===== src/hdl/rv_isa_pkg.sv =====
package rv_isa_pkg;

  localparam int XLEN = 32;
  localparam int NUM_REGS = 32;

  typedef logic [XLEN-1:0] xlen_t;
  typedef logic [4:0] reg_idx_t;
  typedef logic [6:0] opcode_t;

  // major opcodes, low two bits always 2'b11
  localparam opcode_t OP_LUI      = 7'b0110111;
  localparam opcode_t OP_AUIPC    = 7'b0010111;
  localparam opcode_t OP_BRANCH   = 7'b1100011;
  localparam opcode_t OP_REG_IMM  = 7'b0010011;
  localparam opcode_t OP_REG_REG  = 7'b0110011;
  localparam opcode_t OP_ENVIRON  = 7'b1110011;
  localparam opcode_t OP_MISC_MEM = 7'b0001111;

  // funct7 for sub / sra / srai
  localparam logic [6:0] F7_ALT = 7'b0100000;

  // alu funct3
  localparam logic [2:0] F3_ADD  = 3'b000;
  localparam logic [2:0] F3_SLL  = 3'b001;
  localparam logic [2:0] F3_SLT  = 3'b010;
  localparam logic [2:0] F3_SLTU = 3'b011;
  localparam logic [2:0] F3_XOR  = 3'b100;
  localparam logic [2:0] F3_SR   = 3'b101;
  localparam logic [2:0] F3_OR   = 3'b110;
  localparam logic [2:0] F3_AND  = 3'b111;

  // branch funct3
  localparam logic [2:0] F3_BEQ  = 3'b000;
  localparam logic [2:0] F3_BNE  = 3'b001;
  localparam logic [2:0] F3_BLT  = 3'b100;
  localparam logic [2:0] F3_BGE  = 3'b101;
  localparam logic [2:0] F3_BLTU = 3'b110;
  localparam logic [2:0] F3_BGEU = 3'b111;

  typedef struct packed {
    logic [6:0] funct7;
    reg_idx_t   rs2;
    reg_idx_t   rs1;
    logic [2:0] funct3;
    reg_idx_t   rd;
    opcode_t    opcode;
  } r_view_t;

  typedef struct packed {
    logic [11:0] imm;
    reg_idx_t    rs1;
    logic [2:0]  funct3;
    reg_idx_t    rd;
    opcode_t     opcode;
  } i_view_t;

  // store and branch share the split immediate layout
  typedef struct packed {
    logic [6:0] hi;
    reg_idx_t   rs2;
    reg_idx_t   rs1;
    logic [2:0] funct3;
    logic [4:0] lo;
    opcode_t    opcode;
  } sb_view_t;

  typedef struct packed {
    logic [19:0] imm;
    reg_idx_t    rd;
    opcode_t     opcode;
  } u_view_t;

  typedef union packed {
    r_view_t  r;
    i_view_t  i;
    sb_view_t sb;
    u_view_t  u;
  } rv_insn_u;

  typedef enum logic [4:0] {
    ALU_ADD, ALU_SUB, ALU_SLL, ALU_SLT, ALU_SLTU,
    ALU_XOR, ALU_SRL, ALU_SRA, ALU_OR, ALU_AND,
    ALU_LUI, ALU_AUIPC,
    BR_EQ, BR_NE, BR_LT, BR_GE, BR_LTU, BR_GEU,
    ALU_HALT, ALU_NOP
  } alu_op_e;

endpackage


===== src/hdl/pipe_pkg.sv =====
package pipe_pkg;

  // status carried with each slot down to the trace
  typedef enum logic [1:0] {
    CYCLE_RESET        = 2'd0,
    CYCLE_NO_STALL     = 2'd1,
    CYCLE_TAKEN_BRANCH = 2'd2
  } cycle_status_e;

  localparam rv_isa_pkg::xlen_t RESET_PC = 32'h0000_0000;
  localparam rv_isa_pkg::xlen_t PC_STEP  = 32'd4;

endpackage


===== src/hdl/decode_stage.sv =====
module decode_stage (
  input  logic                     clk,
  input  logic                     rst,
  input  logic                     flush_i,
  input  rv_isa_pkg::xlen_t        d_pc_i,
  input  rv_isa_pkg::rv_insn_u     d_insn_i,
  input  pipe_pkg::cycle_status_e  d_status_i,
  output rv_isa_pkg::reg_idx_t     rf_rs1_o,
  output rv_isa_pkg::reg_idx_t     rf_rs2_o,
  input  rv_isa_pkg::xlen_t        rf_rs1_data_i,
  input  rv_isa_pkg::xlen_t        rf_rs2_data_i,
  input  logic                     w_we_i,
  input  rv_isa_pkg::reg_idx_t     w_rd_i,
  input  rv_isa_pkg::xlen_t        w_data_i,
  output rv_isa_pkg::xlen_t        x_pc_o,
  output rv_isa_pkg::rv_insn_u     x_insn_o,
  output pipe_pkg::cycle_status_e  x_status_o,
  output rv_isa_pkg::alu_op_e      x_op_o,
  output rv_isa_pkg::reg_idx_t     x_rd_o,
  output rv_isa_pkg::reg_idx_t     x_rs1_o,
  output rv_isa_pkg::reg_idx_t     x_rs2_o,
  output rv_isa_pkg::xlen_t        x_rs1_data_o,
  output rv_isa_pkg::xlen_t        x_rs2_data_o,
  output rv_isa_pkg::xlen_t        x_imm_o
);
  import rv_isa_pkg::*;
  import pipe_pkg::*;

  xlen_t   imm_i;
  xlen_t   imm_b;
  xlen_t   imm_u;
  xlen_t   d_imm;
  alu_op_e d_op;
  xlen_t   rs1_val;
  xlen_t   rs2_val;

  // operation selected by funct3 when funct7 is zero
  function automatic alu_op_e base_op(logic [2:0] f3);
    case (f3)
      F3_ADD:  return ALU_ADD;
      F3_SLL:  return ALU_SLL;
      F3_SLT:  return ALU_SLT;
      F3_SLTU: return ALU_SLTU;
      F3_XOR:  return ALU_XOR;
      F3_SR:   return ALU_SRL;
      F3_OR:   return ALU_OR;
      F3_AND:  return ALU_AND;
      default: return ALU_NOP;
    endcase
  endfunction

  assign imm_i = {{20{d_insn_i.i.imm[11]}}, d_insn_i.i.imm};
  assign imm_b = {{19{d_insn_i.sb.hi[6]}}, d_insn_i.sb.hi[6], d_insn_i.sb.lo[0],
                  d_insn_i.sb.hi[5:0], d_insn_i.sb.lo[4:1], 1'b0};
  assign imm_u = {d_insn_i.u.imm, 12'b0};

  always_comb begin
    d_op  = ALU_NOP;
    d_imm = '0;
    case (d_insn_i.r.opcode)
      OP_LUI: begin
        d_op  = ALU_LUI;
        d_imm = imm_u;
      end
      OP_AUIPC: begin
        d_op  = ALU_AUIPC;
        d_imm = imm_u;
      end
      OP_REG_IMM: begin
        d_imm = imm_i;
        // shifts keep funct7 in the upper immediate bits
        if (d_insn_i.r.funct3 == F3_SLL || d_insn_i.r.funct3 == F3_SR) begin
          if (d_insn_i.r.funct7 == '0) begin
            d_op = base_op(d_insn_i.r.funct3);
          end else if (d_insn_i.r.funct7 == F7_ALT && d_insn_i.r.funct3 == F3_SR) begin
            d_op = ALU_SRA;
          end
        end else begin
          d_op = base_op(d_insn_i.r.funct3);
        end
      end
      OP_REG_REG: begin
        if (d_insn_i.r.funct7 == '0) begin
          d_op = base_op(d_insn_i.r.funct3);
        end else if (d_insn_i.r.funct7 == F7_ALT && d_insn_i.r.funct3 == F3_ADD) begin
          d_op = ALU_SUB;
        end else if (d_insn_i.r.funct7 == F7_ALT && d_insn_i.r.funct3 == F3_SR) begin
          d_op = ALU_SRA;
        end
      end
      OP_BRANCH: begin
        d_imm = imm_b;
        case (d_insn_i.sb.funct3)
          F3_BEQ:  d_op = BR_EQ;
          F3_BNE:  d_op = BR_NE;
          F3_BLT:  d_op = BR_LT;
          F3_BGE:  d_op = BR_GE;
          F3_BLTU: d_op = BR_LTU;
          F3_BGEU: d_op = BR_GEU;
          default: d_op = ALU_NOP;
        endcase
      end
      OP_ENVIRON: begin
        // only ecall, every field above the opcode zero
        if (d_insn_i[31:7] == '0) begin
          d_op = ALU_HALT;
        end
      end
      OP_MISC_MEM: d_op = ALU_NOP;
      default:     d_op = ALU_NOP;
    endcase
  end

  assign rf_rs1_o = d_insn_i.r.rs1;
  assign rf_rs2_o = d_insn_i.r.rs2;

  // writeback lands in the file only at the edge, so pass it through now
  assign rs1_val = (w_we_i && w_rd_i == rf_rs1_o) ? w_data_i : rf_rs1_data_i;
  assign rs2_val = (w_we_i && w_rd_i == rf_rs2_o) ? w_data_i : rf_rs2_data_i;

  always_ff @(posedge clk) begin
    if (rst) begin
      x_pc_o     <= '0;
      x_insn_o   <= '0;
      x_status_o <= CYCLE_RESET;
      x_op_o     <= ALU_NOP;
      x_rd_o     <= '0;
    end else if (flush_i) begin
      x_pc_o     <= '0;
      x_insn_o   <= '0;
      x_status_o <= CYCLE_TAKEN_BRANCH;
      x_op_o     <= ALU_NOP;
      x_rd_o     <= '0;
    end else begin
      x_pc_o     <= d_pc_i;
      x_insn_o   <= d_insn_i;
      x_status_o <= d_status_i;
      x_op_o     <= d_op;
      x_rd_o     <= d_insn_i.r.rd;
    end
  end

  // operands and indices, meaningless once the op is a nop
  always_ff @(posedge clk) begin
    x_rs1_o      <= rf_rs1_o;
    x_rs2_o      <= rf_rs2_o;
    x_rs1_data_o <= rs1_val;
    x_rs2_data_o <= rs2_val;
    x_imm_o      <= d_imm;
  end

endmodule


===== src/hdl/execute_unit.sv =====
module execute_unit (
  input  logic                     clk,
  input  logic                     rst,
  input  rv_isa_pkg::xlen_t        x_pc_i,
  input  rv_isa_pkg::rv_insn_u     x_insn_i,
  input  pipe_pkg::cycle_status_e  x_status_i,
  input  rv_isa_pkg::alu_op_e      x_op_i,
  input  rv_isa_pkg::reg_idx_t     x_rd_i,
  input  rv_isa_pkg::reg_idx_t     x_rs1_i,
  input  rv_isa_pkg::reg_idx_t     x_rs2_i,
  input  rv_isa_pkg::xlen_t        x_rs1_data_i,
  input  rv_isa_pkg::xlen_t        x_rs2_data_i,
  input  rv_isa_pkg::xlen_t        x_imm_i,
  input  logic                     m_we_i,
  input  rv_isa_pkg::reg_idx_t     m_rd_i,
  input  rv_isa_pkg::xlen_t        m_data_i,
  input  logic                     w_we_i,
  input  rv_isa_pkg::reg_idx_t     w_rd_i,
  input  rv_isa_pkg::xlen_t        w_data_i,
  output logic                     branch_taken_o,
  output rv_isa_pkg::xlen_t        branch_target_o,
  output rv_isa_pkg::xlen_t        m_pc_o,
  output rv_isa_pkg::rv_insn_u     m_insn_o,
  output pipe_pkg::cycle_status_e  m_status_o,
  output logic                     m_we_o,
  output rv_isa_pkg::reg_idx_t     m_rd_o,
  output rv_isa_pkg::xlen_t        m_data_o,
  output logic                     m_halt_o
);
  import rv_isa_pkg::*;
  import pipe_pkg::*;

  xlen_t rs1_val;
  xlen_t rs2_val;
  xlen_t op_b;
  xlen_t target;
  xlen_t alu_res;
  logic  use_imm;
  logic  writes;
  logic  taken;

  // youngest producer wins: memory, then writeback, then stage register
  assign rs1_val = (m_we_i && m_rd_i == x_rs1_i) ? m_data_i :
                   (w_we_i && w_rd_i == x_rs1_i) ? w_data_i : x_rs1_data_i;
  assign rs2_val = (m_we_i && m_rd_i == x_rs2_i) ? m_data_i :
                   (w_we_i && w_rd_i == x_rs2_i) ? w_data_i : x_rs2_data_i;

  assign use_imm = (x_insn_i.r.opcode == OP_REG_IMM);
  assign op_b    = use_imm ? x_imm_i : rs2_val;

  // shared by branch target and auipc
  assign target = x_pc_i + x_imm_i;

  always_comb begin
    case (x_op_i)
      ALU_ADD:   alu_res = rs1_val + op_b;
      ALU_SUB:   alu_res = rs1_val - op_b;
      ALU_SLL:   alu_res = rs1_val << op_b[4:0];
      ALU_SLT:   alu_res = xlen_t'($signed(rs1_val) < $signed(op_b));
      ALU_SLTU:  alu_res = xlen_t'(rs1_val < op_b);
      ALU_XOR:   alu_res = rs1_val ^ op_b;
      ALU_SRL:   alu_res = rs1_val >> op_b[4:0];
      ALU_SRA:   alu_res = $signed(rs1_val) >>> op_b[4:0];
      ALU_OR:    alu_res = rs1_val | op_b;
      ALU_AND:   alu_res = rs1_val & op_b;
      ALU_LUI:   alu_res = x_imm_i;
      ALU_AUIPC: alu_res = target;
      default:   alu_res = '0;
    endcase
  end

  always_comb begin
    case (x_op_i)
      BR_EQ:   taken = (rs1_val == op_b);
      BR_NE:   taken = (rs1_val != op_b);
      BR_LT:   taken = ($signed(rs1_val) < $signed(op_b));
      BR_GE:   taken = ($signed(rs1_val) >= $signed(op_b));
      BR_LTU:  taken = (rs1_val < op_b);
      BR_GEU:  taken = (rs1_val >= op_b);
      default: taken = 1'b0;
    endcase
  end

  assign writes = x_op_i inside {ALU_ADD, ALU_SUB, ALU_SLL, ALU_SLT, ALU_SLTU, ALU_XOR,
                                 ALU_SRL, ALU_SRA, ALU_OR, ALU_AND, ALU_LUI, ALU_AUIPC};

  assign branch_taken_o  = taken;
  assign branch_target_o = target;

  always_ff @(posedge clk) begin
    if (rst) begin
      m_pc_o     <= '0;
      m_insn_o   <= '0;
      m_status_o <= CYCLE_RESET;
      m_we_o     <= 1'b0;
      m_rd_o     <= '0;
      m_halt_o   <= 1'b0;
    end else begin
      m_pc_o     <= x_pc_i;
      m_insn_o   <= x_insn_i;
      m_status_o <= x_status_i;
      // x0 writes dropped here so bypass compares need no zero check
      m_we_o     <= writes && (x_rd_i != '0);
      m_rd_o     <= x_rd_i;
      m_halt_o   <= (x_op_i == ALU_HALT);
    end
  end

  always_ff @(posedge clk) begin
    m_data_o <= alu_res;
  end

endmodule


===== src/hdl/fetch_unit.sv =====
module fetch_unit (
  input  logic                     clk,
  input  logic                     rst,
  input  logic                     branch_taken_i,
  input  rv_isa_pkg::xlen_t        branch_target_i,
  output rv_isa_pkg::xlen_t        pc_o,
  input  rv_isa_pkg::rv_insn_u     insn_i,
  output rv_isa_pkg::xlen_t        d_pc_o,
  output rv_isa_pkg::rv_insn_u     d_insn_o,
  output pipe_pkg::cycle_status_e  d_status_o
);
  import pipe_pkg::*;

  // program counter
  always_ff @(posedge clk) begin
    if (rst) begin
      pc_o <= RESET_PC;
    end else if (branch_taken_i) begin
      pc_o <= branch_target_i;
    end else begin
      pc_o <= pc_o + PC_STEP;
    end
  end

  // word arrives in the same cycle as the pc, straight into decode
  always_ff @(posedge clk) begin
    if (rst) begin
      d_pc_o     <= '0;
      d_insn_o   <= '0;
      d_status_o <= CYCLE_RESET;
    end else if (branch_taken_i) begin
      // wrong-path fetch becomes a bubble
      d_pc_o     <= '0;
      d_insn_o   <= '0;
      d_status_o <= CYCLE_TAKEN_BRANCH;
    end else begin
      d_pc_o     <= pc_o;
      d_insn_o   <= insn_i;
      d_status_o <= CYCLE_NO_STALL;
    end
  end

endmodule


===== src/hdl/reg_file.sv =====
module reg_file (
  input  logic                  clk,
  input  logic                  rst,
  input  logic                  we_i,
  input  rv_isa_pkg::reg_idx_t  rd_i,
  input  rv_isa_pkg::xlen_t     rd_data_i,
  input  rv_isa_pkg::reg_idx_t  rs1_i,
  input  rv_isa_pkg::reg_idx_t  rs2_i,
  output rv_isa_pkg::xlen_t     rs1_data_o,
  output rv_isa_pkg::xlen_t     rs2_data_o
);
  import rv_isa_pkg::*;

  xlen_t regs [NUM_REGS];

  always_ff @(posedge clk) begin
    if (rst) begin
      regs <= '{default: '0};
    end else if (we_i && rd_i != '0) begin
      regs[rd_i] <= rd_data_i;
    end
  end

  // x0 reads as zero
  assign rs1_data_o = (rs1_i == '0) ? '0 : regs[rs1_i];
  assign rs2_data_o = (rs2_i == '0) ? '0 : regs[rs2_i];

endmodule


===== src/hdl/retire_stage.sv =====
module retire_stage (
  input  logic                     clk,
  input  logic                     rst,
  input  rv_isa_pkg::xlen_t        m_pc_i,
  input  rv_isa_pkg::rv_insn_u     m_insn_i,
  input  pipe_pkg::cycle_status_e  m_status_i,
  input  logic                     m_we_i,
  input  rv_isa_pkg::reg_idx_t     m_rd_i,
  input  rv_isa_pkg::xlen_t        m_data_i,
  input  logic                     m_halt_i,
  output logic                     w_we_o,
  output rv_isa_pkg::reg_idx_t     w_rd_o,
  output rv_isa_pkg::xlen_t        w_data_o,
  output rv_isa_pkg::xlen_t        wb_pc_o,
  output rv_isa_pkg::rv_insn_u     wb_insn_o,
  output pipe_pkg::cycle_status_e  wb_status_o,
  output logic                     halt_o
);
  import pipe_pkg::*;

  always_ff @(posedge clk) begin
    if (rst) begin
      w_we_o      <= 1'b0;
      w_rd_o      <= '0;
      wb_pc_o     <= '0;
      wb_insn_o   <= '0;
      wb_status_o <= CYCLE_RESET;
      halt_o      <= 1'b0;
    end else begin
      w_we_o      <= m_we_i;
      w_rd_o      <= m_rd_i;
      wb_pc_o     <= m_pc_i;
      wb_insn_o   <= m_insn_i;
      wb_status_o <= m_status_i;
      // sticky once the ecall reaches writeback
      halt_o      <= halt_o | m_halt_i;
    end
  end

  always_ff @(posedge clk) begin
    w_data_o <= m_data_i;
  end

endmodule


===== src/hdl/rv_pipeline_top.sv =====
module rv_pipeline_top (
  input  logic                     clk,
  input  logic                     rst,
  output rv_isa_pkg::xlen_t        pc_o,
  input  rv_isa_pkg::rv_insn_u     insn_i,
  output rv_isa_pkg::xlen_t        wb_pc_o,
  output rv_isa_pkg::rv_insn_u     wb_insn_o,
  output pipe_pkg::cycle_status_e  wb_status_o,
  output logic                     wb_we_o,
  output rv_isa_pkg::reg_idx_t     wb_rd_o,
  output rv_isa_pkg::xlen_t        wb_data_o,
  output logic                     halt_o
);
  import rv_isa_pkg::*;
  import pipe_pkg::*;

  // fetch to decode
  xlen_t         d_pc;
  rv_insn_u      d_insn;
  cycle_status_e d_status;

  // register file read side
  reg_idx_t rf_rs1;
  reg_idx_t rf_rs2;
  xlen_t    rf_rs1_data;
  xlen_t    rf_rs2_data;

  // decode to execute
  xlen_t         x_pc;
  rv_insn_u      x_insn;
  cycle_status_e x_status;
  alu_op_e       x_op;
  reg_idx_t      x_rd;
  reg_idx_t      x_rs1;
  reg_idx_t      x_rs2;
  xlen_t         x_rs1_data;
  xlen_t         x_rs2_data;
  xlen_t         x_imm;

  logic  branch_taken;
  xlen_t branch_target;

  // execute to retire
  xlen_t         m_pc;
  rv_insn_u      m_insn;
  cycle_status_e m_status;
  logic          m_we;
  reg_idx_t      m_rd;
  xlen_t         m_data;
  logic          m_halt;

  fetch_unit fetch_unit_inst (
    .clk             (clk),
    .rst             (rst),
    .branch_taken_i  (branch_taken),
    .branch_target_i (branch_target),
    .pc_o            (pc_o),
    .insn_i          (insn_i),
    .d_pc_o          (d_pc),
    .d_insn_o        (d_insn),
    .d_status_o      (d_status)
  );

  // write port fed from the writeback outputs
  reg_file reg_file_inst (
    .clk        (clk),
    .rst        (rst),
    .we_i       (wb_we_o),
    .rd_i       (wb_rd_o),
    .rd_data_i  (wb_data_o),
    .rs1_i      (rf_rs1),
    .rs2_i      (rf_rs2),
    .rs1_data_o (rf_rs1_data),
    .rs2_data_o (rf_rs2_data)
  );

  decode_stage decode_stage_inst (
    .clk           (clk),
    .rst           (rst),
    .flush_i       (branch_taken),
    .d_pc_i        (d_pc),
    .d_insn_i      (d_insn),
    .d_status_i    (d_status),
    .rf_rs1_o      (rf_rs1),
    .rf_rs2_o      (rf_rs2),
    .rf_rs1_data_i (rf_rs1_data),
    .rf_rs2_data_i (rf_rs2_data),
    .w_we_i        (wb_we_o),
    .w_rd_i        (wb_rd_o),
    .w_data_i      (wb_data_o),
    .x_pc_o        (x_pc),
    .x_insn_o      (x_insn),
    .x_status_o    (x_status),
    .x_op_o        (x_op),
    .x_rd_o        (x_rd),
    .x_rs1_o       (x_rs1),
    .x_rs2_o       (x_rs2),
    .x_rs1_data_o  (x_rs1_data),
    .x_rs2_data_o  (x_rs2_data),
    .x_imm_o       (x_imm)
  );

  execute_unit execute_unit_inst (
    .clk             (clk),
    .rst             (rst),
    .x_pc_i          (x_pc),
    .x_insn_i        (x_insn),
    .x_status_i      (x_status),
    .x_op_i          (x_op),
    .x_rd_i          (x_rd),
    .x_rs1_i         (x_rs1),
    .x_rs2_i         (x_rs2),
    .x_rs1_data_i    (x_rs1_data),
    .x_rs2_data_i    (x_rs2_data),
    .x_imm_i         (x_imm),
    .m_we_i          (m_we),
    .m_rd_i          (m_rd),
    .m_data_i        (m_data),
    .w_we_i          (wb_we_o),
    .w_rd_i          (wb_rd_o),
    .w_data_i        (wb_data_o),
    .branch_taken_o  (branch_taken),
    .branch_target_o (branch_target),
    .m_pc_o          (m_pc),
    .m_insn_o        (m_insn),
    .m_status_o      (m_status),
    .m_we_o          (m_we),
    .m_rd_o          (m_rd),
    .m_data_o        (m_data),
    .m_halt_o        (m_halt)
  );

  retire_stage retire_stage_inst (
    .clk         (clk),
    .rst         (rst),
    .m_pc_i      (m_pc),
    .m_insn_i    (m_insn),
    .m_status_i  (m_status),
    .m_we_i      (m_we),
    .m_rd_i      (m_rd),
    .m_data_i    (m_data),
    .m_halt_i    (m_halt),
    .w_we_o      (wb_we_o),
    .w_rd_o      (wb_rd_o),
    .w_data_o    (wb_data_o),
    .wb_pc_o     (wb_pc_o),
    .wb_insn_o   (wb_insn_o),
    .wb_status_o (wb_status_o),
    .halt_o      (halt_o)
  );

endmodule


===== config.mk =====
export PLATFORM = sky130hd
export DESIGN_NAME = rv_pipeline_top
export DESIGN_NICKNAME = d
export VERILOG_FILES = /design/src/hdl/rv_isa_pkg.sv /design/src/hdl/pipe_pkg.sv /design/src/hdl/decode_stage.sv /design/src/hdl/execute_unit.sv /design/src/hdl/fetch_unit.sv /design/src/hdl/reg_file.sv /design/src/hdl/retire_stage.sv /design/src/hdl/rv_pipeline_top.sv
export SDC_FILE = /design/constraint.sdc
export NUM_CORES = 2
export LEC_CHECK = 0
export BUFFER_PORTS_ARGS = -buffer_cell sky130_fd_sc_hd__buf_2
export CAP_MARGIN = 10
export CELL_PAD_IN_SITES_DETAIL_PLACEMENT = 2
export CELL_PAD_IN_SITES_GLOBAL_PLACEMENT = 2
export CORE_MARGIN = 2
export CORE_UTILIZATION = 25
export CTS_BUF_LIST = sky130_fd_sc_hd__clkbuf_8
export DETAILED_ROUTE_END_ITERATION = 8
export GPL_ROUTABILITY_DRIVEN = 0
export HOLD_SLACK_MARGIN = 0.06
export PLACE_DENSITY_LB_ADDON = 0.1
export SLEW_MARGIN = 20
export SYNTH_ARGS = -nofsm -noshare
export SYNTH_HDL_FRONTEND = slang
export SYNTH_SLANG_ARGS = --single-unit

===== constraint.sdc =====
create_clock -name clk -period 6.5 [get_ports clk]
set_input_delay 0.65 -clock clk [delete_from_list [all_inputs] [get_ports clk]]
set_output_delay 0.65 -clock clk [all_outputs]
set_load 0.01 [all_outputs]

==> results.tsv <==
stage	metric	value	unit
placement	io_buffers	170	
worst_hold_path	hp-class	input port to register	
die	design.core.area	312000	um2
synthesis	yosysTopAreaCell	dfxtp_1	
timing	grt_setup_unrepaired	false	
run	cap_viol_max_count	0	
clocking	cts_hold_buf	33	
placement	hpwl	296	mm
drt	drtAntennaViolNets	0	
layout	fill_cells	34900	
worst_setup_path	path_cells	xnor2_1, and2_1, buf_4, buf_12, nand3_1, a31oi_1, ha_1, nor4_1, buf_4, nand4_1, buf_4, o31a_1, o21ai_1, a21oi_1, nor2_1, or4b_4, a31oi_4, buf_4, and2_1, o2111ai_1	
clocking	cts_sinks	1503	
timing	setup_ws	0.291	ns
worst_setup_path	crit_path_end_kind	register	
timing	finalHoldViolCount	0	
synthesis	ys_async_sr_fraction	0	
clocking	numCtsBuffers	310	
placement	pre_cts_slack	0.405	ns
drt	drt_iter0_drc	5871	
drt	vias	73700	
grt	antenna_found_initial	29	
synthesis	synth.distinct_cells	89	
grt	grt_max_degree	211	
clocking	clk_pin_slew	0.06	ns
grt	grt.overflow.total	0	
power_and_ir_drop	p_leak	0.0316	uW
synthesis	synth_top_area_frac	0.384	
grt	grt_pass1_wl	626	mm
drt	wl	448	mm
synthesis	synth_nets	9059	
die	start_util	0.251	
clocking	worstSkewPairLatency	1.07	ns
worst_setup_path	crit_slowest_cell	and2_1	
die	dieArea	318000	um2
synthesis	synth_flop_cell	dfxtp_1	
worst_setup_path	slowest_delay	0.81	ns
drt	drc	0	
timing	timing.fmax	161	MHz
timing	fin_skew	0.0904	ns
layout	final_nets	9050	
synthesis	ys_ff_latch	1503	
layout	largest_reg_flops	1024	
clocking	post-cts-setup-buffers	0	
die	ios	171	
synthesis	synthCells	8887	
synthesis	synth_edf_count	0	
timing	maxSlewViolCount	0	
synthesis	syn_area_per_cell	8.81	um2
drt	wl_per_cell	33.8	um
synthesis	syn-cell-area	78300	um2
layout	multi_input_area	45000	um2
synthesis	ys_seq_area_frac	0.384	
synthesis	synthTopCellsByCount	nand2_1, dfxtp_1, a21oi_1	
clocking	clock_tree.root_cell	clkbuf_8	
layout	regArea	30200	um2
clocking	cts_tree	built	
die	rows	205	
worst_setup_path	worstPathRequired	7.38	ns
grt	grt_usage	0.276	
worst_setup_path	critPathMaxFanout	44	
timing	finalSetupViolCount	0	
timing	tightest_slew	1.29	ns
grt	grt_pass1_vias	77400	
die	die_w	564	um
synthesis	ys_top_cells_by_area	dfxtp_1, mux4_2, nand2_1	
die	die_h	564	um
layout	regMostFlops	reg_file_inst.regs	
layout	area_growth_syn_to_layout	16.2	%
power_and_ir_drop	ir_drop	0.128	mV
clocking	clockBufferDepth	4	
timing	min_period	6.21	ns
drt	via_per_inst	5.56	
outcome	status	finished, final reports clean	
worst_setup_path	critical_path.startpoint_type	register	
clocking	post_cts_resized	0	
synthesis	synth.most_common_cell	nand2_1	
synthesis	synth_warnings	0	
drt	drt-pass1-iter-count	7	
power_and_ir_drop	power_density	239	nW/um2
layout	drive_gt1_frac	0.194	
worst_setup_path	worstSetupPathType	register to register	
worst_setup_path	cpMostUsedCell	buf_4	
timing	relSlewSlack	0.140	
worst_setup_path	cp.arrival	7.09	ns
timing	finalSetupTns	0	ns
clocking	htree_num_levels	5	
timing	fin_crit_sh	0.955	
## path summary, 6_finish.rpt
| check | start | endpoint | slack (ns) | depth (start not counted) |
|---|---|---|---|---|
| max | retire_stage_inst.wb_insn_o[11] | decode_stage_inst.x_op_o[1] | 0.29 | 20 |
| min | insn_i[29] | fetch_unit_inst.d_insn_o[29] | 0.36 | 3 |
| max reg2reg | retire_stage_inst.wb_insn_o[11] | decode_stage_inst.x_op_o[1] | 0.29 | 20 |
| min reg2reg | execute_unit_inst.m_data_o[22] | retire_stage_inst.w_data_o[22] | 0.37 | 0 |
## per-stage QoR
step | hold WS, ns | total power [uW] | cell area (um2) | instances | util
3_3_place_gp | 0.360 | 11400 | 84300 | 12700 | 0.270
4_1_cts | 0.248 | 22000 | 91000 | 13200 | 0.292
2_1_floorplan | 0.329 | 10600 | 78300 | 8887 | -
3_5_place_dp | 0.356 | 11400 | 84300 | 12700 | 0.270
5_1_grt | 0.304 | 22600 | 91000 | 13300 | 0.292
6_report | 0.359 | 21700 | 91000 | 13300 | 0.292
## power by group
part / total, uW / switching, uW / internal (uW)
Clock: 10500 / 4840 / 5660
Combinational: 1790 / 1270 / 517
Sequential: 9440 / 149 / 9290
Total: 21700 / 6260 / 15500
## logic make-up after synthesis
group | Yosys count | synth area share
adder cells (fa/ha/maj) | 138 | 0.0222
multiplexers | 765 | 0.198
XOR/XNOR | 101 | 0.0113
AO/OA/AOI/OAI | 2041 | 0.152
AND/OR/NAND/NOR | 3362 | 0.184
buffers and inverters | 977 | 0.0481
flip-flops | 1503 | 0.384
## cell type report
class / instances / area share
clock inverter: 148 / 0.0102
antenna: 11 / 0.000302
inverter: 134 / 0.00553
multi-input combinational: 6407 / 0.494
timing repair buffer: 522 / 0.0424
clock buffer: 393 / 0.0594
tap: 4140 / 0.0569
sequential: 1503 / 0.331
## worst max-delay path: cells and delay by family, from the launching register on
kind            cells  cell delay, ns
compound gates      6            1.51
xor+xnor            1            0.18
fa+ha+maj           1            0.36
buf+inv             5            1.27
flops               1            0.51
simple gates        7            2.14
## placed cells by master, fill, tap and decap left out, drive strengths merged, types with 37 or more instances in the layout
| cell | instances |
|---|---|
| and2 | 152 |
| inv | 240 |
| xnor2 | 74 |
| o31ai | 37 |
| mux2i | 95 |
| buf | 489 |
| nor2b | 204 |
| a21o | 80 |
| mux4 | 620 |
| nand3 | 190 |
| nor3 | 108 |
| nand2 | 2290 |
| a211oi | 71 |
| o22ai | 58 |
| nand4 | 41 |
| clkbuf | 393 |
| o211ai | 63 |
| a31oi | 47 |
| dfxtp | 1503 |
| nor2 | 230 |
| mux2 | 50 |
| ha | 136 |
| a21oi | 1174 |
| o21ai | 262 |
## routing by layer
metal | vias to the layer above | GRT usage | wire length [um]
met5 | - | 0 | 41
li1 | 31400 | - | -
met4 | 6 | 0.102 | 18300
met2 | 2329 | 0.445 | 205000
met1 | 39200 | 0.373 | 200000
met3 | 720 | 0.0401 | 24400
No activity file was read; power rests on OpenSTA's default activity.
